--- src/cache_pkg.sv ---
// ==============================
// Geometry for a 16-bit byte address split as tag, set, word, byte
// REQ_CREDITS must be a power of two
// ==============================
`default_nettype none

package cache_pkg;

    // ==============================
    // Geometry
    // ==============================
    localparam int ADDR_WIDTH      = 16;
    localparam int WORD_WIDTH      = 32;
    localparam int WORDS_PER_LINE  = 4;
    localparam int SET_WIDTH       = 4;
    localparam int TAG_WIDTH       = 8;
    // Line address is tag and set together
    localparam int LINE_ADDR_WIDTH = TAG_WIDTH + SET_WIDTH;
    localparam int REG_ID_WIDTH    = 5;

    // Flow control and far memory timing
    localparam int REQ_CREDITS     = 4;
    localparam int FILL_LATENCY    = 3;

    // Derived values
    localparam int BYTE_SEL_WIDTH  = 2;
    localparam int WORD_SEL_WIDTH  = $clog2(WORDS_PER_LINE);
    localparam int NUM_SETS        = 2 ** SET_WIDTH;
    localparam int NUM_LINES       = 2 ** LINE_ADDR_WIDTH;
    localparam int FIFO_PTR_WIDTH  = $clog2(REQ_CREDITS);

    // ==============================
    // Types
    // ==============================
    typedef enum logic {
        RD_OP = 1'b0,
        WR_OP = 1'b1
    } t_opcode;

    typedef logic [WORD_WIDTH-1:0] t_word;

    // Word 0 sits in the low bits
    typedef logic [WORDS_PER_LINE*WORD_WIDTH-1:0] t_line;

    // Core request
    typedef struct packed {
        t_opcode                 opcode;
        logic [ADDR_WIDTH-1:0]   address;
        t_word                   data;
        logic [REG_ID_WIDTH-1:0] reg_id;
    } t_req;

    // Read response
    typedef struct packed {
        logic [ADDR_WIDTH-1:0]   address;
        t_word                   data;
        logic [REG_ID_WIDTH-1:0] reg_id;
    } t_rsp;

endpackage

`default_nettype wire

--- src/data_array.sv ---
// ==============================
// Line contents undefined until filled
// ==============================
`timescale 1ns/1ps
`default_nettype none

module data_array (
    input  logic                                 clk,
    input  logic [cache_pkg::SET_WIDTH-1:0]      set,
    input  logic [cache_pkg::WORD_SEL_WIDTH-1:0] word,
    input  logic                                 word_wr,
    input  cache_pkg::t_word                     word_wdata,
    input  logic                                 line_fill,
    input  cache_pkg::t_line                     fill_line,
    output cache_pkg::t_word                     rd_word
);
    import cache_pkg::*;

    // One line per set
    t_line lines [NUM_SETS];

    // ==============================
    // Write port
    // ==============================
    always_ff @(posedge clk) begin
        // Whole line from far memory
        if (line_fill) begin
            lines[set] <= fill_line;
        end else if (word_wr) begin
            // Single word merge
            lines[set][word*WORD_WIDTH +: WORD_WIDTH] <= word_wdata;
        end
    end

    // ==============================
    // Read port
    // ==============================
    // Addressed word, combinational
    assign rd_word = lines[set][word*WORD_WIDTH +: WORD_WIDTH];

endmodule

`default_nettype wire

--- config.mk ---
export PLATFORM = sky130hd
export DESIGN_NAME = data_array
export DESIGN_NICKNAME = d
export VERILOG_FILES = /design/src/cache_pkg.sv /design/src/data_array.sv
export SDC_FILE = /design/constraint.sdc
export NUM_CORES = 2
export LEC_CHECK = 0
export ABC_CLOCK_PERIOD_IN_PS = 4800
export BUFFER_PORTS_ARGS = -buffer_cell sky130_fd_sc_hd__buf_4
export CAP_MARGIN = 20
export CORE_MARGIN = 5
export CORE_UTILIZATION = 45
export CTS_BUF_LIST = sky130_fd_sc_hd__clkbuf_4
export CTS_CLUSTER_SIZE = 16
export DETAILED_ROUTE_END_ITERATION = 7
export PLACE_DENSITY = 0.64
export SETUP_SLACK_MARGIN = 0.2
export SLEW_MARGIN = 0
export SYNTH_ARGS = -nofsm -noshare
export SYNTH_HDL_FRONTEND = slang
export SYNTH_SLANG_ARGS = --single-unit
--- constraint.sdc ---
create_clock -name clk -period 4.8 [get_ports clk]
set_input_delay 0.72 -clock clk [delete_from_list [all_inputs] [get_ports clk]]
set_output_delay 0.72 -clock clk [all_outputs]
set_load 0.005 [all_outputs]
==> results.json <==
{
  "largest_reg_flops": 2048,
  "routed_wl_mm": 238,
  "setup_viol": 0,
  "placedInstanceArea_sq_mm": 0.0857,
  "die_x_um": 430,
  "relSlewSlack": 0.260,
  "synthAdderAreaFrac": 0.000787,
  "peakVddDrop_uv": 262,
  "cp-end-kind": "output port",
  "critPathRequiredTime_ns": 4.08,
  "layout-drive-gt1-share": 0.355,
  "ant_nets": 0,
  "grt_usage": 0.255,
  "antenna_found_initial": 18,
  "p_leak_nw": 30.2,
  "drc": 0,
  "clockBufferDepth": 4,
  "routabilityCongestion": 0.860,
  "yosysSeqAreaShare": 0.774,
  "grt_start_max_net_pins": 56,
  "synth_area_leaders": "edfxtp_1, mux4_2, mux2i_1, a22o_1, o221ai_1",
  "path_delay_family": "compound AO/OA/AOI/OAI gates",
  "num-fill-cells": 13900,
  "status": "finished, final reports clean",
  "hold_class": "primary input to flop",
  "fin_area_sq_mm": 0.0924,
  "io_pins": 201,
  "top_regs": "lines (2048)",
  "dp_hpwl_mm": 141,
  "ys_seq_elements": 2048,
  "final_core_util": 0.525,
  "holdPathStages": 2,
  "die_area_sq_mm": 0.185,
  "report.final.slew_viol_count": 0,
  "cp_max_fo": 39,
  "cp-start-kind": "primary input",
  "max_stage_delay_ns": 0.74,
  "cts.sinks": 2048,
  "synth_edf_count": 2048,
  "die-height_um": 430,
  "rows": 154,
  "fmax_ghz": 0.218,
  "grt_overflow": 0,
  "post_cts_buffers": 0,
  "final_common_cell": "edfxtp_1",
  "synth.cell_area_sq_mm": 0.0795,
  "synth_compound_area_frac": 0.0518,
  "max-cap-violations": 0,
  "cp.arrival_ns": 3.86,
  "cpMaxStageDelayCell": "a211oi_1",
  "clockRootBuffer": "clkbuf_4",
  "avgViaCountPerCell": 6.08,
  "ys_async_sr_fraction": 0,
  "path_common_cell": "buf_4",
  "synth-simple-area-share": 0.00789,
  "drt_iter0_markers": 4986,
  "yosysWarnings": 0,
  "vias": 43300,
  "synth_cell_types": 42,
  "period_needed_ns": 4.58,
  "avgSynthCellArea_sq_um": 21.7,
  "crit_cells": 9,
  "cp_num_buf_inv": 5,
  "nets": 4629,
  "cts_tree": "done",
  "core_sq_mm": 0.176,
  "yosysTopAreaCell": "edfxtp_1",
  "final_cell_mix": "edfxtp_1, clkbuf_4, buf_4",
  "grt_pass1_wl_mm": 332,
  "drt-pass1-iter-count": 6,
  "rsz0062_at_grt": "false",
  "area_growth_pct": 16.2,
  "syn_nets": 3830,
  "start_util": 0.452,
  "path_class": "primary input to output port",
  "synth_mux_area_frac": 0.150,
  "synthFlopType": "edfxtp_1",
  "power_density_mw_per_mm2": 396,
  "hold_viol_final": 0,
  "grt_pass1_vias": 43800,
  "synth_top_family_by_area": "multiplexers",
  "numPortBuffers": 200,
  "synth_top_area_share": 0.774,
  "tightest_slew_ns": 1.11,
  "avgRoutedWirePerCell_um": 33.4,
  "htreeDepth": 5,
  "largest_register": "lines",
  "min_period_over_period": 0.954,
  "path_clk_slew_ns": 0.06,
  "crit_chain": "buf_8 -> nor2b_4 -> buf_12 -> buf_4 -> a22oi_1 -> a22o_1 -> a211oi_1 -> buf_4 -> buf_4",
  "synth_cells": 3656,
  "yosys.area_share.xor_xnor": 0,
  "numCtsBuffers": 495
}
cells in the mapped netlist (2+ instances only):
master	instances
nand3b_1	2
o211a_1	2
buf_4	44
a211oi_1	59
a22o_1	160
o21ai_0	3
a211o_1	10
nand2_1	24
o22ai_1	76
a22oi_1	63
clkbuf_1	84
nand2b_1	2
a2111oi_2	2
nand3_1	2
nor4_1	7
mux2i_1	284
ha_1	5
a2111oi_0	25
nor2b_1	6
buf_1	10
mux4_2	384
edfxtp_1	2048
buf_6	22
a21oi_1	38
nor2_1	87
buf_2	69
mux2_2	36
nor3_1	5
a221oi_1	29
o221ai_1	56
through the flow:
stage	hold slack [ns]	setup WS [ns]	power [mW]	cells	TNS, ns
2_1_floorplan	1.19	-0.391	22.0	3656	-35.94
3_3_place_gp	1.40	-0.0117	23.3	6218	-0.0117
3_5_place_dp	1.43	0.0177	23.3	6218	0
4_1_cts	0.000127	0.144	36.8	7103	0
5_1_grt	-0.0117	0.178	37.9	7118	0
6_report	0.0927	0.221	36.5	7126	0
final timing paths:
kind / startpoint / end / slack, ns
worst min-delay path: fill_line[38] / lines[1][38] / 0.09
worst max-delay path: set[0] / rd_word[1] / 0.22
metal layers:
metal  track usage  vias up  share of wire
li1              -    17600              -
met1         0.325    22600           0.37
met2         0.404     2511           0.48
met3        0.0666      498          0.097
met4         0.138        4          0.059
met5             0        -        0.00017
area by class of cell:
class / count / area (sq um) / share of cell area
antenna: 23 / 57.6 / 0.000623
clock inverter: 92 / 459 / 0.00497
sequential: 2048 / 61500 / 0.666
tap: 2340 / 2930 / 0.0317
clock buffer: 713 / 5350 / 0.0579
inverter: 3 / 11.3 / 0.000122
timing repair buffer: 531 / 4710 / 0.0510
multi-input combinational: 1376 / 17400 / 0.188
timing repair:
action	in CTS	in global routing
pin swaps	0	0
endpoints found under the setup margin	7	1
resized for setup	9	1
hold endpoints to repair	864	0
hold buffers	80	0
where the power goes:
group / switching (mW) / internal, mW
clock: 6.63 / 6.91
combinational: 1.73 / 1.00
sequential: 0.0880 / 20.2
total: 8.45 / 28.1
cell families (layout without fill, tap and decap cells):
group                      count (synthesis)  in the layout
AOI/OAI and AO/OA                        525            525
adders and majority gates                  5              5
buffers and inverters                    232           1339
DFF                                     2048           2048
muxes                                    704            704
other                                      0             23
and+or+nand+nor                          142            142
Note: power is estimated with default switching activity, not from simulation.
