## src/cache_pkg.sv

```systemverilog
// ==============================
// Geometry for a 16-bit byte address split as tag, set, word, byte
// REQ_CREDITS must be a power of two
// ==============================
`default_nettype none

package cache_pkg;

    // ==============================
    // Geometry
    // ==============================
    localparam int ADDR_WIDTH      = 16;
    localparam int WORD_WIDTH      = 32;
    localparam int WORDS_PER_LINE  = 4;
    localparam int SET_WIDTH       = 4;
    localparam int TAG_WIDTH       = 8;
    // Line address is tag and set together
    localparam int LINE_ADDR_WIDTH = TAG_WIDTH + SET_WIDTH;
    localparam int REG_ID_WIDTH    = 5;

    // Flow control and far memory timing
    localparam int REQ_CREDITS     = 4;
    localparam int FILL_LATENCY    = 3;

    // Derived values
    localparam int BYTE_SEL_WIDTH  = 2;
    localparam int WORD_SEL_WIDTH  = $clog2(WORDS_PER_LINE);
    localparam int NUM_SETS        = 2 ** SET_WIDTH;
    localparam int NUM_LINES       = 2 ** LINE_ADDR_WIDTH;
    localparam int FIFO_PTR_WIDTH  = $clog2(REQ_CREDITS);

    // ==============================
    // Types
    // ==============================
    typedef enum logic {
        RD_OP = 1'b0,
        WR_OP = 1'b1
    } t_opcode;

    typedef logic [WORD_WIDTH-1:0] t_word;

    // Word 0 sits in the low bits
    typedef logic [WORDS_PER_LINE*WORD_WIDTH-1:0] t_line;

    // Core request
    typedef struct packed {
        t_opcode                 opcode;
        logic [ADDR_WIDTH-1:0]   address;
        t_word                   data;
        logic [REG_ID_WIDTH-1:0] reg_id;
    } t_req;

    // Read response
    typedef struct packed {
        logic [ADDR_WIDTH-1:0]   address;
        t_word                   data;
        logic [REG_ID_WIDTH-1:0] reg_id;
    } t_rsp;

endpackage

`default_nettype wire

```

## src/cache_req_if.sv

```systemverilog
// ==============================
// One request per valid/ready handshake
// ==============================
`timescale 1ns/1ps
`default_nettype none

interface cache_req_if;
    import cache_pkg::*;

    // Handshake
    logic                    valid;
    logic                    ready;

    // Request fields
    t_opcode                 opcode;
    logic [ADDR_WIDTH-1:0]   address;
    t_word                   data;
    logic [REG_ID_WIDTH-1:0] reg_id;

    // Buffer side
    modport src (
        output valid, opcode, address, data, reg_id,
        input  ready
    );

    // Controller side
    modport sink (
        input  valid, opcode, address, data, reg_id,
        output ready
    );

endinterface

`default_nettype wire

```

## src/req_buffer.sv

```systemverilog
// ==============================
// Core must push only while holding a credit
// No overflow check inside
// ==============================
`timescale 1ns/1ps
`default_nettype none

module req_buffer (
    input  logic              clk,
    input  logic              arst_n,
    input  logic              push,
    input  cache_pkg::t_req   push_req,
    output logic              credit_return,
    cache_req_if.src          out_req
);
    import cache_pkg::*;

    // Storage and pointers with one wrap bit
    t_req                    fifo_mem [REQ_CREDITS];
    logic [FIFO_PTR_WIDTH:0] wr_ptr;
    logic [FIFO_PTR_WIDTH:0] rd_ptr;
    logic                    pop;

    // Head entry on the interface
    assign out_req.valid   = (wr_ptr != rd_ptr);
    assign out_req.opcode  = fifo_mem[rd_ptr[FIFO_PTR_WIDTH-1:0]].opcode;
    assign out_req.address = fifo_mem[rd_ptr[FIFO_PTR_WIDTH-1:0]].address;
    assign out_req.data    = fifo_mem[rd_ptr[FIFO_PTR_WIDTH-1:0]].data;
    assign out_req.reg_id  = fifo_mem[rd_ptr[FIFO_PTR_WIDTH-1:0]].reg_id;

    assign pop = out_req.valid && out_req.ready;

    // ==============================
    // Pointers and credit pulse
    // ==============================
    always_ff @(posedge clk or negedge arst_n) begin
        if (!arst_n) begin
            wr_ptr        <= '0;
            rd_ptr        <= '0;
            credit_return <= 1'b0;
        end else begin
            if (push) begin
                wr_ptr <= wr_ptr + 1'b1;
            end
            if (pop) begin
                rd_ptr <= rd_ptr + 1'b1;
            end
            // One credit back per popped entry
            credit_return <= pop;
        end
    end

    // Entry write
    always_ff @(posedge clk) begin
        if (push) begin
            fifo_mem[wr_ptr[FIFO_PTR_WIDTH-1:0]] <= push_req;
        end
    end

endmodule

`default_nettype wire

```

## src/flat_wrapper.sv

```systemverilog
// flat-port wrapper written by rule: the top's interface ports become plain ports
module req_buffer_flat import cache_pkg::*;
  (clk, arst_n, push, push_req, credit_return, out_req_valid, out_req_opcode, out_req_address, out_req_data, out_req_reg_id, out_req_ready);
  cache_req_if out_req_i ();
  input  logic clk;
  input  logic arst_n;
  input  logic push;
  input  cache_pkg::t_req push_req;
  output logic credit_return;
  output wire logic [$bits(out_req_i.valid)-1:0] out_req_valid;
  output wire logic [$bits(out_req_i.opcode)-1:0] out_req_opcode;
  output wire logic [$bits(out_req_i.address)-1:0] out_req_address;
  output wire logic [$bits(out_req_i.data)-1:0] out_req_data;
  output wire logic [$bits(out_req_i.reg_id)-1:0] out_req_reg_id;
  input wire logic [$bits(out_req_i.ready)-1:0] out_req_ready;
  assign out_req_valid = out_req_i.valid;
  assign out_req_opcode = out_req_i.opcode;
  assign out_req_address = out_req_i.address;
  assign out_req_data = out_req_i.data;
  assign out_req_reg_id = out_req_i.reg_id;
  assign out_req_i.ready = out_req_ready;
  req_buffer u_core (.clk(clk), .arst_n(arst_n), .push(push), .push_req(push_req), .credit_return(credit_return), .out_req(out_req_i));
endmodule
```

## config.mk

```make
export PLATFORM = sky130hd
export DESIGN_NAME = req_buffer_flat
export DESIGN_NICKNAME = d
export VERILOG_FILES = /design/src/cache_pkg.sv /design/src/cache_req_if.sv /design/src/req_buffer.sv /design/src/flat_wrapper.sv
export SDC_FILE = /design/constraint.sdc
export NUM_CORES = 1
export LEC_CHECK = 0
export BUFFER_PORTS_ARGS = -buffer_cell sky130_fd_sc_hd__buf_2
export CAP_MARGIN = 20
export CORE_MARGIN = 3
export CORE_UTILIZATION = 49
export CTS_CLUSTER_SIZE = 30
export DETAILED_ROUTE_END_ITERATION = 7
export HOLD_SLACK_MARGIN = 0.03
export PLACE_DENSITY = 0.77
export SETUP_SLACK_MARGIN = 0.4
export SLEW_MARGIN = 20
export SYNTH_ARGS = -nofsm -noshare
export SYNTH_HDL_FRONTEND = slang
export SYNTH_SLANG_ARGS = --single-unit
```

## constraint.sdc

```tcl
create_clock -name clk -period 2.4 [get_ports clk]
set_input_delay 0.36 -clock clk [delete_from_list [all_inputs] [get_ports clk]]
set_output_delay 0.36 -clock clk [all_outputs]
set_load 0.005 [all_outputs]
```

==> results.toml, run 1 <==
[final_layout]
drive_gt1_frac = 0.482
fin_nets = 539
syn_to_final_growth_pct = 23.6

[synth]
yosysSeqAreaShare = 0.810
synth_compound_area_frac = 0.00761
synth_area_um2 = 8230
yosysWarnings = 0
syn_inst = 321
ys.flop_type = "edfxtp_1"
yosys.area.top_type_share = 0.789
synth_common_cells = "edfxtp_1, mux4_2, dfrtp_1"
synth_top_family_by_area = "multiplexers"
ys_ff_latch = 223
yosysTopAreaCell = "edfxtp_1"
synth_fa_ha_area_frac = 0.00761
synth_fp_nets = 384
async_flop_share = 0.0314
synth.area.mux_share = 0.148
synth_simple_gate_area_frac = 0.00639
yosysMostFrequentCell = "edfxtp_1"
synth_edf_count = 216
avgSynthCellArea_um2 = 25.6
netlist_top_cells_area = "edfxtp_1, mux4_2, dfrtp_1, ha_1, buf_6"
synth_xor_xnor_area_share = 0.00837
synthDistinctLibCells = 21

[sta]
max_freq_mhz = 440
slew_headroom = 0.675
skew_ps = 7.43
tightestPinTransition_ps = 487
hold_slack_ps = 82.2
post-route-period-util = 0.946
drv_slew = 0
period_needed_ps = 2270
hold_viol = 0
setup_viol = 0
rsz0062_at_grt = "yes"
setup_tns_ps = 0
fin_ws_ps = 129

[setup_path]
reg2reg_depth = 7
crit_type = "flip-flop to output pin"
rrSetupSlack_ps = 620
crit_buf_inv = 3
crit_arrival_ps = 1910
cp_cell_sequence = "buf_12 > buf_12 > mux4_2 > buf_2"
end_kind = "output pin"
setup.worst_path.start_class = "flip-flop"
cp_top_family = "multiplexers"
cpMaxStageDelayCell = "mux4_2"
cp.depth = 4
path_max_fanout = 6
slowest_delay_ps = 520
cp_common_cell = "buf_12"
critical_path_required_ps = 2040

[cts]
cts_root_buffer = "clkbuf_16"
clk_pin_slew_worst_paths_ps = 60
numCtsBuffers = 23
htree_levels = 1
clock_latency_ps = 490
cts_tree = "done"
clk_path_buf_depth = 3
numClockSinks = 223

[global_routing]
overflow = 0
grt_pass1_wl_um = 23200
grt_max_degree = 55
grt_pass1_vias = 4200
antenna_found_initial = 1
grt_use_total = 0.166

[floorplanning]
io_pins = 114
die_area_um2 = 18400
die_h_um = 136
start_util = 0.509
fp.dieW_um = 136
rows = 46
coreArea_um2 = 16200

[power]
p_leak_nw = 3.54
vdd_drop_max_mv = 0.625
p_per_area_nw_per_um2 = 1220

[drt]
first_pass_iters = 4
drtAntennaViolNets = 0
drt_wl_total_um = 14900
post_drt_wl_per_cell_um = 21.1
drtIter0Drc = 325
vias_per_cell = 5.38
remaining_drc_errors = 0
vias = 3801

[place]
portBuffers = 113
pre_cts_slack_ps = 449
dpl.hpwl_um = 9190
gp_congestion = 0.717

[status]
status = "complete, no violations"

[hold_path]
holdPathStages = 1
hp-class = "input port to flip-flop"

[flow_run]
drv_cap = 0
-- final timing paths --
check	start	to
max	u_core.rd_ptr[0]$_DFFE_PN0P_	out_req_data[27]
min	push_req[14]	u_core.fifo_mem[1][14]$_DFFE_PP_
max reg2reg	u_core.rd_ptr[0]$_DFFE_PN0P_	u_core.rd_ptr[1]$_DFFE_PN0P_
min reg2reg	u_core.wr_ptr[2]$_DFFE_PN0P_	u_core.wr_ptr[2]$_DFFE_PN0P_
max in group asynchronous	arst_n	u_core.rd_ptr[0]$_DFFE_PN0P_
min in group asynchronous	arst_n	u_core.credit_return$_DFF_PN0_
-- cell families (layout without fill, tap and decap cells) --
group | Yosys count | in the layout
and+or+nand+nor | 10 | 10
other | 0 | 1
AOI/OAI and AO/OA | 7 | 7
xor gates and xnor gates | 7 | 7
muxes | 54 | 54
buffers and inverters | 15 | 184
DFF | 223 | 223
adders and majority gates | 5 | 5
-- area by class of cell --
class                   count  area (µm²)
flip-flops and latches    223        6670
fillers                  1109        6000
multi-input cells          83        1500
repair buffers            142        1040
clock buffers              29         598
well taps                 216         270
clock inverters            10        75.1
inverters                   3        11.3
diodes                      1        2.50
-- registers in the layout (all words and copies together), names as in the netlist --
register              cells
u_core.fifo_mem         216
u_core.rd_ptr             3
u_core.wr_ptr             3
u_core.credit_return      1
-- what timing repair did --
item	in CTS	in global routing
endpoints found under the setup margin	55	55
pin swaps	1	0
hold endpoints to repair	7	0
gates cloned	2	2
resized for setup	8	6
setup buffers	9	1
hold buffers	1	0
-- layout by cell type, fill, tap and decap left out, types with 2 or more instances in the layout --
cell	synthesis	routed
ha_1	5	5
buf_6	5	4
clkinv_2	0	2
buf_12	0	12
buf_2	6	109
xor2_1	4	4
buf_16	0	2
clkbuf_16	0	25
and2_2	0	3
edfxtp_1	216	216
clkbuf_1	1	6
dfrtp_4	0	2
inv_1	3	3
and2_4	0	2
xnor2_2	1	2
dfrtp_1	7	5
nand2_1	3	2
clkinv_1	0	5
buf_4	0	11
mux4_2	54	54
o21ai_0	2	2
-- stage by stage --
| stage | cell area, µm² | instances | utilization | total power [mW] |
|---|---|---|---|---|
| after floorplan | 8230 | 321 | - | 7.40 |
| after global placement | 9180 | 652 | 0.567 | 8.65 |
| after detailed placement | 9180 | 652 | 0.567 | 8.77 |
| after CTS | 10100 | 703 | 0.623 | 12.4 |
| after global routing | 10200 | 707 | 0.629 | 13.1 |
| final | 10200 | 707 | 0.629 | 12.4 |
-- per-layer routing --
metal	vias up	part of all wire	track usage
li1	1681	-	-
met1	1967	0.40	0.218
met2	124	0.53	0.285
met3	29	0.059	0.0345
met4	0	0.018	0.0493
met5	-	0	0
-- power by group --
group | switching, mW | internal, mW | total, mW
combinational | 1.74 | 2.19 | 3.93
sequential | 0.251 | 5.11 | 5.36
clock | 1.29 | 1.86 | 3.15
total | 3.28 | 9.15 | 12.4
Power figures use the tool's default switching activity.
==> inputs of run 2 (changes only) <==
CORE_MARGIN = unset   (was 3)
==> run 2 against run 1 <==
Against the previous run: first-iteration DRC count decreased by 44%; core utilization is 1.5 points lower; critical path depth did not move; critical endpoint is now out_req_data[20]; largest power group unchanged; design area shrank 0.55%; fmax shrank 1.6%; cell count up 0.14%; clock skew grew 5.4 ps; die area shrank 5.8%; via count is 0.76% lower; sequential share of layout area is 0.34 points higher; combinational power shrank 3%; count of clock-buffer cells in the layout is 1 lower.
==> results.toml, run 2 (same netlist as run 1, synthesis figures left out) <==
[cts]
clk_pin_slew_worst_paths_ps = 60
cts_root_buffer = "clkbuf_16"
numClockSinks = 223
clk_path_buf_depth = 3
htree_levels = 1
clock_latency_ps = 500
numCtsBuffers = 23
cts_tree = "done"

[place]
dpl.hpwl_um = 8150
dpl_cell_area_um2 = 9110
pre_cts_slack_ps = 534
portBuffers = 113
gp_congestion = 0.674
numPlacedInstances = 654

[sta]
post-route-period-util = 0.962
setup_tns_ps = 0
drv_slew = 0
hold_viol = 0
setup_viol = 0
fin_ws_ps = 92.2
period_needed_ps = 2310
slew_headroom = 0.632
rsz0062_at_grt = "yes"
max_freq_mhz = 433
skew_ps = 12.8
tightestPinTransition_ps = 552
hold_slack_ps = 68.3

[setup_path]
crit_arrival_ps = 1950
rrSetupSlack_ps = 590
end_kind = "output pin"
path_max_fanout = 5
crit_type = "flip-flop to output pin"
critical_path_required_ps = 2040
setup.worst_path.start_class = "flip-flop"

[power]
p_sw_mw = 3.37
p_int_mw = 9.03
pwr-share-clk = 0.263
pwr-share-comb = 0.307
p_leak_nw = 3.52
pwr-share-seq = 0.431
p_sw_frac = 0.272
p_per_area_nw_per_um2 = 1230
vdd_drop_max_mv = 0.756

[global_routing]
overflow = 0
antenna_found_initial = 0
grt_max_degree = 35
grt_pass1_wl_um = 22900
grt_use_total = 0.178
grt_pass1_vias = 4075

[status]
status = "complete, no violations"

[final_layout]
n_fill_cell = 1183
fin_nets = 534
final_cell_mix = "edfxtp_1, buf_2, mux4_2"
syn_to_final_growth_pct = 23.0
finalNonFillerCells = 708
drive_gt1_frac = 0.471
final_common_cell = "edfxtp_1"
n_antenna_cell = 0
largest_reg_flops = 216
fin_area_um2 = 10100

[flow_run]
drv_cap = 0

[hold_path]
hp-class = "input port to flip-flop"

[drt]
remaining_drc_errors = 0
drt_wl_total_um = 15000
vias_per_cell = 5.33
first_pass_iters = 4
vias = 3772
drtAntennaViolNets = 0
post_drt_wl_per_cell_um = 21.1
drtIter0Drc = 183

[floorplanning]
io_pins = 114
die_h_um = 132
coreArea_um2 = 16500
start_util = 0.500
rows = 47
die_area_um2 = 17300
fp.dieW_um = 132
-- run 2: timing repair --
item	4_1_cts	5_1_grt
resized for setup	11	3
hold endpoints to repair	7	0
hold buffers	1	0
gates cloned	5	2
endpoints found under the setup margin	55	55
pin swaps	1	0
setup buffers	4	0
-- run 2: layout make-up --
class                      instances  area (µm²)  share of cell area
sequential                       223        6670               0.659
multi-input combinational         83        1480               0.146
timing repair buffer             137         986              0.0975
clock buffer                      28         594              0.0588
tap                              220         275              0.0272
clock inverter                    14         101              0.0100
inverter                           3        11.3             0.00111
-- run 2: through the flow --
stage | total power [mW] | utilization
3_5_place_dp | 8.61 | 0.553
6_report | 12.4 | 0.614
5_1_grt | 13.0 | 0.614
3_3_place_gp | 8.52 | 0.553
4_1_cts | 12.5 | 0.610
2_1_floorplan | 7.40 | -
-- run 2: critical path: stages (launching register included) --
cell and delay [ps]:
dfrtp_4 540, buf_12 160, buf_16 140, mux4_2 450
buf_2 150
-- run 2: worst paths after layout --
kind                            cells past startpoint                          from                                to
worst max-delay path                                4  u_core.rd_ptr[0]$_DFFE_PN0P_                  out_req_data[20]
worst min-delay path                                1                  push_req[43]  u_core.fifo_mem[0][43]$_DFFE_PP_
worst max register to register                      3  u_core.wr_ptr[0]$_DFFE_PN0P_   u_core.fifo_mem[3][9]$_DFFE_PP_
worst min register to register                      1  u_core.rd_ptr[2]$_DFFE_PN0P_      u_core.rd_ptr[2]$_DFFE_PN0P_
max in group asynchronous                           2                        arst_n      u_core.rd_ptr[0]$_DFFE_PN0P_
min in group asynchronous                           2                        arst_n      u_core.wr_ptr[2]$_DFFE_PN0P_
-- run 2: metal layers --
metal  part of all wire  GRT usage  vias up
met5                  0          0        -
met4              0.021     0.0568        0
li1                   -          -     1674
met3              0.048     0.0309       32
met1               0.43      0.239     1955
met2               0.50      0.300      111
-- run 2: power groups by stage --
| stage | registers (mW) | clock network (mW) | logic [mW] |
|---|---|---|---|
| after global routing | 5.40 | 3.47 | 4.12 |
| after global placement | 5.34 | 0 | 3.19 |
| after CTS | 5.35 | 3.35 | 3.77 |
| final | 5.34 | 3.26 | 3.80 |
| after detailed placement | 5.39 | 0 | 3.21 |
| after floorplan | 5.31 | 0 | 2.08 |
