### config.mk
export PLATFORM = sky130hd
export DESIGN_NAME = tag_array
export DESIGN_NICKNAME = d
export VERILOG_FILES = /design/src/cache_pkg.sv /design/src/tag_array.sv
export SDC_FILE = /design/constraint.sdc
export NUM_CORES = 1
export LEC_CHECK = 0
export BUFFER_PORTS_ARGS = -buffer_cell sky130_fd_sc_hd__buf_2
export CAP_MARGIN = 20
export CORE_ASPECT_RATIO = 1.2
export CORE_MARGIN = 2
export CORE_UTILIZATION = 30
export CTS_CLUSTER_SIZE = 10
export DETAILED_ROUTE_END_ITERATION = 6
export PLACE_DENSITY = 0.5
export SYNTH_ARGS = -nofsm -noshare
export SYNTH_HDL_FRONTEND = slang
export SYNTH_SLANG_ARGS = --single-unit
### constraint.sdc
create_clock -name clk -period 3 [get_ports clk]
set_input_delay 0.3 -clock clk [delete_from_list [all_inputs] [get_ports clk]]
set_output_delay 0.3 -clock clk [all_outputs]
set_load 0.02 [all_outputs]
### src/cache_pkg.sv
// ==============================
// Geometry for a 16-bit byte address split as tag, set, word, byte
// REQ_CREDITS must be a power of two
// ==============================
`default_nettype none

package cache_pkg;

    // ==============================
    // Geometry
    // ==============================
    localparam int ADDR_WIDTH      = 16;
    localparam int WORD_WIDTH      = 32;
    localparam int WORDS_PER_LINE  = 4;
    localparam int SET_WIDTH       = 4;
    localparam int TAG_WIDTH       = 8;
    // Line address is tag and set together
    localparam int LINE_ADDR_WIDTH = TAG_WIDTH + SET_WIDTH;
    localparam int REG_ID_WIDTH    = 5;

    // Flow control and far memory timing
    localparam int REQ_CREDITS     = 4;
    localparam int FILL_LATENCY    = 3;

    // Derived values
    localparam int BYTE_SEL_WIDTH  = 2;
    localparam int WORD_SEL_WIDTH  = $clog2(WORDS_PER_LINE);
    localparam int NUM_SETS        = 2 ** SET_WIDTH;
    localparam int NUM_LINES       = 2 ** LINE_ADDR_WIDTH;
    localparam int FIFO_PTR_WIDTH  = $clog2(REQ_CREDITS);

    // ==============================
    // Types
    // ==============================
    typedef enum logic {
        RD_OP = 1'b0,
        WR_OP = 1'b1
    } t_opcode;

    typedef logic [WORD_WIDTH-1:0] t_word;

    // Word 0 sits in the low bits
    typedef logic [WORDS_PER_LINE*WORD_WIDTH-1:0] t_line;

    // Core request
    typedef struct packed {
        t_opcode                 opcode;
        logic [ADDR_WIDTH-1:0]   address;
        t_word                   data;
        logic [REG_ID_WIDTH-1:0] reg_id;
    } t_req;

    // Read response
    typedef struct packed {
        logic [ADDR_WIDTH-1:0]   address;
        t_word                   data;
        logic [REG_ID_WIDTH-1:0] reg_id;
    } t_rsp;

endpackage

`default_nettype wire

### src/tag_array.sv
// ==============================
// All entries invalid after reset
// ==============================
`timescale 1ns/1ps
`default_nettype none

module tag_array (
    input  logic                            clk,
    input  logic                            arst_n,
    input  logic [cache_pkg::SET_WIDTH-1:0] set,
    input  logic [cache_pkg::TAG_WIDTH-1:0] tag,
    output logic                            hit,
    input  logic                            tag_fill
);
    import cache_pkg::*;

    logic [NUM_SETS-1:0]  valid_q;
    logic [TAG_WIDTH-1:0] tag_mem [NUM_SETS];

    // Same-cycle lookup
    assign hit = valid_q[set] && (tag_mem[set] == tag);

    // Valid bits
    always_ff @(posedge clk or negedge arst_n) begin
        if (!arst_n) begin
            valid_q <= '0;
        end else if (tag_fill) begin
            valid_q[set] <= 1'b1;
        end
    end

    // Tag install on fill
    always_ff @(posedge clk) begin
        if (tag_fill) begin
            tag_mem[set] <= tag;
        end
    end

endmodule

`default_nettype wire

==> impl_metrics.csv, run 1 <==
group,metric,value,unit
placed_design,numPortBuffers,15,
sta,min_period,3.071,ns
layout,final_cell_mix,"edfxtp_1 (128), buf_4 (35), mux4_2 (29)",
routing,drt-wirelength-per-cell,19.78,um
global_routing,grt_overflow,0,
routing,drc,0,
pwr,peakVddDrop,403.5,uV
clock_tree,cts_buffers,17,
worst_setup_path,crit_buf_inv,2,
routing,wirelength,12360,um
routing,vias_per_cell,4.547,
worst_setup_path,critPathLaunchType,"flop",
global_routing,grt_usage,13.42,%
worst_setup_path,cp_data_required_time,2.70,ns
clock_tree,clockBufferDepth,2,
worst_setup_path,reg2reg_depth,1,
yosys,ys_seq_area_share,74.06,%
yosys,synth_nets,307,
die,die_w,130.2,um
layout,nFillCells,1718,
clock_tree,cts_sinks,144,
layout,final-seq-area,0.004244,mm2
worst_setup_path,critPathArrivalTime,2.77,ns
die,die_y,155.4,um
global_routing,grt_pass1_vias,3178,
pwr,swShare,21.03,%
worst_setup_path,end_kind,"primary output",
yosys,yosys_warnings,0,
run_status,status,"finished, violations left",
yosys,async_flop_share,11.11,%
hold_path,min_from,"tag[7]",
placed_design,placed_area,0.006410,mm2
layout,antenna_cells,0,
global_routing,antenna_found_initial,0,
hold_path,min_to,"tag_mem[8][7]",
placed_design,place_hpwl,8379,um
clock_tree,clk_pin_slew,0.06,ns
sta,setup_viol,1,
die,core,0.01879,mm2
global_routing,grt_pass1_wl,19060,um
sta,finalCritPeriodShare,102.4,%
sta,hold_viol,0,
run_status,violations,"negative setup slack",
sta,finalWorstSetupSlack,-0.07114,ns
worst_setup_path,critical_path_class,"flop to primary output",
yosys,synthFlopType,"edfxtp_1",
clock_tree,cts_tree,"yes",
sta,slew_violations,0,
pwr,p_sw,1.005,mW
layout,drive_gt1_share,39.84,%
routing,first_pass_iters,4,
yosys,synth.area.top_cells,"edfxtp_1 (67%), mux4_2 (11%), dfrtp_1 (7.0%), mux2i_1 (3.0%), mux2_2 (2.0%)",
sta,setup_tns,-0.07114,ns
pwr,power.share.sequential,47.8,%
yosys,yosysTopAreaCell,"edfxtp_1",
yosys,synth_area_per_cell,19.62,um2
yosys,syn_area,0.005730,mm2
clock_tree,h-tree-depth,4,
pwr,p_int,3.774,mW
routing,drt_iter0_markers,258,
global_routing,grt_max_degree,20,
worst_setup_path,timing.rr.end,"valid_q[8]",
routing,detailroute.via_count,2842,
pwr,p_clk_share,45.4,%
pwr,pwr-share-comb,6.8,%
sta,worst_clock_skew,0,ns
layout,fin_area,0.007057,mm2
die,initial_core_util,30.50,%
layout,layout.cells.most_common,"edfxtp_1",
layout,multiInputGateArea,0.001433,mm2
worst_setup_path,crit_slowest_cell,"mux4_2",
worst_setup_path,rr_startpoint,"valid_q[8]",
worst_setup_path,cp_cell_sequence,"mux4_2 > mux2i_2 > xor2_1 > nand3_1 > or4_4 > a2111oi_4 > buf_4 > buf_6",
yosys,synth_enable_flop_cells,128,
pwr,p_leak,2.390,nW
yosys,ys_types,33,
run,drv_cap,0,
hold_path,whs_path_depth,1,
layout,syn_to_final_growth,23.14,%
layout,nets,371,
sta,fin_hold_ws,0.1647,ns
yosys,synth_top_area_share,67.07,%
yosys,ys_ff_latch,144,
placed_design,place_congestion,0.7326,
sta,timing.fmax,325.6,MHz
worst_setup_path,r2r_slack,2.21,ns
die,die_area,0.02023,mm2
pwr,powerDensity,677.2,mW/mm2
hold_path,hold_path.class,"primary input to flop",
clock_tree,insertion_delay,0.42,ns
sta,rsz0062_at_grt,"yes",
sta,worst_slew_pin_slew,0.5905,ns
die,rows,55,
pwr,p_total,4.779,mW
die,io_pins,16,
worst_setup_path,cp_max_fo,1,
worst_setup_path,crit_family,"multiplexers",
worst_setup_path,critPathMaxStageDelay,0.49,ns
routing,antenna_left,0,
yosys,synthCells,292,
sta,slew_headroom,60.49,%
clock_tree,root_buffer,"clkbuf_16",
==> timing repair <==
item,in CTS,in global routing
buffers inserted,0,0
setup endpoints to repair,1,1
hold buffers,1,0
hold endpoints to repair,16,0
pin swaps,1,1
resized for setup,4,0
==> sequential cells by signal (all words and copies together) (netlist names) <==
name     cells
valid_q     16
tag_mem    128
==> through the flow <==
step / cells / worst slack [ns] / utilization (%)
global placement: 592 / 0.01623 / 34.12
global route: 625 / -0.1851 / 37.56
finish: 625 / -0.07114 / 37.56
detailed placement: 592 / 0.01432 / 34.12
CTS: 625 / -0.09585 / 37.56
floorplan: 292 / 0.3452 / -
==> metal layers <==
| layer | vias to the layer above | global-route usage (%) | wire length [um] |
|---|---|---|---|
| li1 | 1295 | - | - |
| met1 | 1486 | 16.78 | 5484 |
| met2 | 43 | 22.21 | 6292 |
| met3 | 18 | 3.439 | 380 |
| met4 | 0 | 5.325 | 204 |
| met5 | - | 0 | 0 |
==> logic make-up (layout without fill, tap and decap cells) <==
| group | count (synthesis) | count (layout) | synth area share [%] |
|---|---|---|---|
| AOI/OAI and AO/OA | 16 | 16 | 2.053 |
| buffers and inverters | 13 | 90 | 1.222 |
| muxes | 56 | 56 | 16.33 |
| xor gates and xnor gates | 10 | 10 | 1.528 |
| and+or+nand+nor | 53 | 53 | 4.804 |
| DFF | 144 | 144 | 74.06 |
==> synth_stat cells, types with 4 or more instances <==
cell type / count
xor2_1: 4
edfxtp_1: 128
xnor2_1: 6
nand3_1: 5
mux2i_1: 17
buf_2: 5
nand2_1: 4
o22ai_1: 6
nor2_1: 17
dfrtp_1: 16
mux4_2: 29
or2_2: 17
mux2_2: 10
==> power by group through the flow <==
stage | clock network (mW) | registers, mW | logic, mW
3_3_place_gp | 0 | 2.32 | 0.325
6_report | 2.17 | 2.28 | 0.326
4_1_cts | 2.21 | 2.29 | 0.336
3_5_place_dp | 0 | 2.33 | 0.329
5_1_grt | 2.29 | 2.29 | 0.357
2_1_floorplan | 0 | 2.32 | 0.200
==> area by class of cell <==
cell class	count	area share [%]
inverter	3	0.1596
clock buffer	19	6.418
timing repair buffer	55	6.152
sequential	144	60.14
tap	256	4.539
clock inverter	13	2.287
multi-input combinational	135	20.30
==> worst max path at each step <==
stage | slack (ns) | cells past startpoint | to | start
after floorplan | 0.35 | 7 | hit | set[1]
after global placement | 0.02 | 10 | hit | set[1]
after detailed placement | 0.01 | 10 | hit | set[1]
after CTS | -0.1 | 8 | hit | tag_mem[11][4]
after global routing | -0.19 | 8 | hit | tag_mem[10][4]
final | -0.07 | 8 | hit | tag_mem[11][4]
No activity file was read; power rests on OpenSTA's default activity.
==> run 2: changes to the inputs <==
Settings changed: ABC_AREA set to 1.
==> impl_metrics.csv, run 2 <==
group,metric,value,unit
pwr,peakVddDrop,336.1,uV
worst_setup_path,cpMostUsedCell,"nand2_1",
placed_design,placed_area,0.006502,mm2
placed_design,place_hpwl,9380,um
yosys,ys_ff_latch,144,
clock_tree,insertion_delay,0.41,ns
worst_setup_path,crit_slowest_cell,"nor2_4",
run_status,status,"finished clean",
yosys,async_flop_share,11.11,%
die,die_w,133.6,um
routing,detailroute.via_count,4045,
yosys,ys_types,23,
yosys,syn_area,0.006046,mm2
sta,setup_viol,0,
routing,vias_per_cell,4.545,
global_routing,antenna_found_initial,0,
global_routing,grt_pass1_vias,4123,
layout,syn_to_final_growth,17.36,%
layout,antenna_cells,0,
sta,timing.fmax,416.1,MHz
yosys,yosysMostFrequentCell,"nand2_1",
sta,setup_tns,0,ns
layout,layout.cells.non_filler,890,
layout,nets,631,
pwr,p_leak,2.930,nW
clock_tree,root_buffer,"clkbuf_16",
yosys,synth_top_area_share,63.58,%
worst_setup_path,cp_max_fo,20,
hold_path,hold_path.class,"primary input to flop",
layout,drive_gt1_share,12.24,%
routing,drt-wirelength-per-cell,16.38,um
yosys,synth.area.top_cells,"edfxtp_1 (64%), nand2_1 (18%), dfrtp_1 (6.6%), nor2_1 (2.0%), o21ai_0 (1.9%)",
sta,slew_violations,0,
yosys,synth_nets,590,
layout,largest_reg_flops,128,
placed_design,place_congestion,0.7794,
layout,fin_area,0.007096,mm2
layout,largest_registers,"tag_mem: 128 flops, valid_q: 16 flops",
worst_setup_path,end_kind,"primary output",
layout,top_register,"tag_mem",
placed_design,numPortBuffers,15,
routing,drc,0,
sta,finalCritPeriodShare,80.11,%
worst_setup_path,critPathArrivalTime,2.10,ns
worst_setup_path,critPathMaxStageDelay,0.37,ns
yosys,yosysTopAreaCell,"edfxtp_1",
clock_tree,cts_sinks,144,
global_routing,grt_max_degree,27,
placed_design,placed_cells,857,
yosys,synth_area_per_cell,10.51,um2
die,io_pins,16,
yosys,yosys_warnings,0,
yosys,synth_enable_flop_cells,128,
die,initial_core_util,30.71,%
sta,worst_clock_skew,0,ns
clock_tree,cts_buffers,17,
sta,worst_slew_pin_slew,1.026,ns
die,rows,56,
sta,rsz0062_at_grt,"no",
clock_tree,cts_tree,"yes",
placed_design,place_ws,0.5993,ns
routing,wirelength,14580,um
sta,min_period,2.403,ns
yosys,synthFlopType,"edfxtp_1",
global_routing,grt_overflow,0,
die,core,0.01969,mm2
pwr,p_total,4.573,mW
routing,antenna_left,0,
worst_setup_path,critical_path_class,"primary input to primary output",
worst_setup_path,critPathLaunchType,"primary input",
yosys,ys_seq_area_share,70.20,%
sta,hold_viol,0,
clock_tree,cts_repair_resize_count,0,
yosys,synth_common_cells,"nand2_1 (293), edfxtp_1 (128), nor2_1 (33), inv_1 (24), o21ai_0 (23)",
pwr,powerDensity,644.5,mW/mm2
clock_tree,h-tree-depth,4,
global_routing,grt_pass1_wl,22850,um
worst_setup_path,cp_cell_sequence,"buf_2 > buf_4 > nor2_4 > nand2_1 > nand3_1 > nand2_1 > nand2_1 > nor2_1 > nand2_1 > nand2_1 > nor2_1 > nand3_1 > nor2_1 > buf_2",
sta,slew_headroom,31.32,%
layout,final_cell_mix,"nand2_1 (293), edfxtp_1 (128), nor2_1 (33), buf_4 (25), inv_1 (24)",
yosys,synthCells,575,
routing,first_pass_iters,5,
clock_tree,clk_pin_slew,0.06,ns
run,drv_cap,0,
sta,finalWorstSetupSlack,0.5967,ns
layout,layout.cells.most_common,"nand2_1",
die,die_area,0.02131,mm2
die,die_y,159.5,um
routing,drt_iter0_markers,220,
global_routing,grt_usage,14.26,%
worst_setup_path,cp_data_required_time,2.70,ns
clock_tree,clockBufferDepth,2,
-- run 2: metal layers --
layer	track usage (%)	share of wire, %	wire [um]	up-vias
met5	0	0	0	-
met4	5.658	1.8	269	0
met3	2.547	3.0	441	15
met2	24.84	51	7409	80
met1	17.47	44	6456	1965
li1	-	-	-	1985
-- run 2: power by group --
group / total (mW) / switching [mW] / leakage (nW) / internal [mW]
clock network: 2.06 / 0.833 / 0.278 / 1.23
registers: 2.23 / 0.00815 / 1.30 / 2.22
logic: 0.280 / 0.202 / 1.36 / 0.0785
-- run 2: area by class of cell --
cell class	count	area [um2]
fill	1965	12590
sequential	144	4244
multi-input combinational	384	1564
clock buffer	17	425.4
tap	261	326.6
timing repair buffer	41	272.8
clock inverter	15	157.7
inverter	28	105.1
-- run 2: worst max-delay path: cells and delay by family --
| kind | cells | cell delay, ns |
|---|---|---|
| and+or+nand+nor | 11 | 1.19 |
| buffers and inverters | 3 | 0.58 |
-- run 2: cells by family after synthesis --
logic type	share of synthesized area, %
AO/OA/AOI/OAI	3.353
buffers and inverters	3.932
flip-flops	70.20
AND/OR/NAND/NOR	22.52
-- run 2: what timing repair did --
action | in CTS | in global routing
hold buffers | 1 | 0
setup endpoints to repair | 0 | 0
setup buffers | 0 | 0
endpoints found under the hold margin | 16 | 0
-- run 2: final timing paths --
kind / start / endpoint / slack, ns / depth (start not counted)
max: set[0] / hit / 0.60 / 14
max reg2reg: valid_q[3] / valid_q[3] / 2.35 / 2
min in group asynchronous: arst_n / valid_q[6] / 0.34 / 2
min reg2reg: valid_q[13] / valid_q[13] / 0.46 / 2
max in group asynchronous: arst_n / valid_q[10] / 2.39 / 2
min: tag[4] / tag_mem[1][4] / 0.30 / 1
-- run 2: through the flow --
stage	hold slack [ns]	util [%]
2_1_floorplan	0.004409	-
3_3_place_gp	0.2316	33.03
3_5_place_dp	0.2358	33.03
4_1_cts	0.2918	36.04
5_1_grt	0.3099	36.04
6_report	0.3041	36.04
==> run 3: changes to the inputs <==
Settings changed: PLACE_DENSITY 0.5 to 0.52.
Clock period 3 ns to 2.1 ns, I/O delays scaled along.
==> impl_metrics.csv, run 3 (same netlist as run 2, synthesis figures left out) <==
group,metric,value,unit
run_status,status,"finished, violations left",
run_status,violations,"negative setup slack",
routing,detailroute.via_count,4135,
placed_design,place_hpwl,10070,um
hold_path,hold_path.class,"primary input to flop",
layout,largest_reg_flops,128,
clock_tree,cts_tree,"yes",
sta,finalWorstSetupSlack,-0.09551,ns
routing,vias_per_cell,4.559,
layout,nets,649,
clock_tree,clk_pin_slew,0.06,ns
routing,wl_met2,7813,um
layout,layout.cells.most_common,"nand2_1",
global_routing,grt_overflow,0,
die,rows,56,
sta,slew_headroom,73.63,%
clock_tree,cts_sinks,144,
global_routing,grt_pass1_vias,4247,
die,die_y,159.5,um
sta,worst_clock_skew,0,ns
placed_design,placed_area,0.006650,mm2
sta,timing.fmax,455.5,MHz
routing,top_layer,"met4",
pwr,powerDensity,915.1,mW/mm2
worst_setup_path,r2r_slack,1.44,ns
clock_tree,clockBufferDepth,2,
sta,hold_viol,0,
pwr,p_leak,3.037,nW
layout,largest_registers,"tag_mem: 128 flops, valid_q: 16 flops",
worst_setup_path,critPathArrivalTime,1.99,ns
worst_setup_path,critPathMaxStageDelay,0.37,ns
worst_setup_path,startpoint,"tag_mem[13][5]",
die,die_w,133.6,um
global_routing,antenna_found_initial,0,
placed_design,numPortBuffers,15,
clock_tree,insertion_delay,0.41,ns
layout,antenna_cells,0,
global_routing,grt_pass1_wl,23650,um
worst_setup_path,crit_slowest_cell,"edfxtp_1",
sta,finalCritPeriodShare,104.5,%
sta,setup_viol,1,
worst_setup_path,cp_max_fo,2,
clock_tree,cts_buffers,17,
layout,top_register,"tag_mem",
worst_setup_path,critPathLaunchType,"flop",
routing,wl_met3,564,um
worst_setup_path,crit_buf_inv,1,
layout,fin_area,0.007283,mm2
global_routing,grt_max_degree,24,
die,die_area,0.02131,mm2
layout,final_cell_mix,"nand2_1 (292), edfxtp_1 (128), buf_4 (42), nor2_1 (31), inv_1 (24)",
sta,rsz0062_at_grt,"yes",
pwr,peakVddDrop,678.7,uV
sta,worst_slew_pin_slew,0.3955,ns
worst_setup_path,rr_startpoint,"valid_q[2]",
routing,drc,0,
die,initial_core_util,30.71,%
routing,antenna_left,0,
worst_setup_path,cpMostUsedCell,"nand2_1",
worst_setup_path,cp_data_required_time,1.89,ns
worst_setup_path,crit_family,"simple AND/OR/NAND/NOR gates",
worst_setup_path,timing.rr.end,"valid_q[2]",
die,io_pins,16,
routing,drt-wirelength-per-cell,16.52,um
clock_tree,h-tree-depth,4,
layout,syn_to_final_growth,20.47,%
worst_setup_path,worstSetupEndpoint,"hit",
sta,slew_violations,0,
worst_setup_path,critical_path_depth,12,
run,drv_cap,0,
pwr,p_total,6.665,mW
routing,first_pass_iters,5,
sta,min_period,2.196,ns
layout,drive_gt1_share,14.71,%
placed_design,place_congestion,0.8034,
die,core,0.01969,mm2
worst_setup_path,critical_path_class,"flop to primary output",
worst_setup_path,reg2reg_depth,2,
layout,nFillCells,1934,
clock_tree,root_buffer,"clkbuf_16",
global_routing,grt_usage,14.83,%
clock_tree,post_cts_buffers,0,
worst_setup_path,cp_cell_sequence,"nand2_1 > nand2_1 > nand2_1 > nand2_1 > nand2_1 > nand2_1 > o21bai_1 > nand2_1 > nor2_1 > nand3_2 > nor2_4 > buf_6",
worst_setup_path,end_kind,"primary output",
routing,drt_iter0_markers,263,
routing,wl_met1,6278,um
routing,wirelength,14990,um
==> run 3: cell count changes in the layout (fill, tap and decap cells not counted), sizes merged <==
cell and change:
bufinv +2, buf +18, clkbuf +1, clkinv +1, clkinvlp -1, inv -4
==> run 3: timing repair <==
| action | CTS | global route |
|---|---|---|
| hold endpoints to repair | 16 | 0 |
| pin swaps | 1 | 1 |
| endpoints found under the setup margin | 1 | 1 |
| hold buffers | 1 | 0 |
| resized for setup | 4 | 3 |
==> run 3: final cells by class <==
cell class / instances / area, um2 / area share (%)
clock buffers: 18 / 429.2 / 5.892
clock inverters: 13 / 170.2 / 2.336
inverters: 28 / 105.1 / 1.443
multi-input cells: 384 / 1582 / 21.71
flip-flops and latches: 144 / 4244 / 58.27
well taps: 261 / 326.6 / 4.484
repair buffers: 59 / 426.7 / 5.858
==> run 3: metal layers <==
| layer | up-vias | track usage, % |
|---|---|---|
| met5 | - | 0 |
| met1 | 1996 | 17.81 |
| met4 | 0 | 5.899 |
| met3 | 25 | 2.611 |
| li1 | 2016 | - |
| met2 | 98 | 26.27 |
==> run 3: worst reg2reg max path: stages (launching register included) <==
cell and delay [ns]:
dfrtp_1 0.36, inv_1 0.07, o21ai_0 0.09
==> run 3: metrics by stage <==
step	setup TNS [ns]	cells	setup slack [ns]	hold slack (ns)	utilization, %
floorplan	0	575	0.4178	-0.08559	-
global placement	-0.04722	875	-0.04722	0.1264	33.78
detailed placement	-0.05503	875	-0.05503	0.1339	33.78
CTS	-0.1163	907	-0.1163	0.09192	36.93
global route	-0.2871	907	-0.2871	0.08861	36.99
finish	-0.09551	907	-0.09551	0.1057	36.99
==> run 3: worst min-delay path by stage <==
stage / start / endpoint / cells past startpoint
after detailed placement: arst_n / valid_q[13] / 1
after global routing: tag[5] / tag_mem[4][5] / 1
after global placement: arst_n / valid_q[13] / 1
final: tag[5] / tag_mem[7][5] / 1
after CTS: tag[5] / tag_mem[4][5] / 1
after floorplan: arst_n / valid_q[0] / 0
==> run 3: report_power, final <==
group / leakage [nW] / internal, mW / switching (mW)
Combinational: 1.45 / 0.132 / 0.298
Sequential: 1.30 / 3.17 / 0.0120
Clock: 0.288 / 1.96 / 1.09
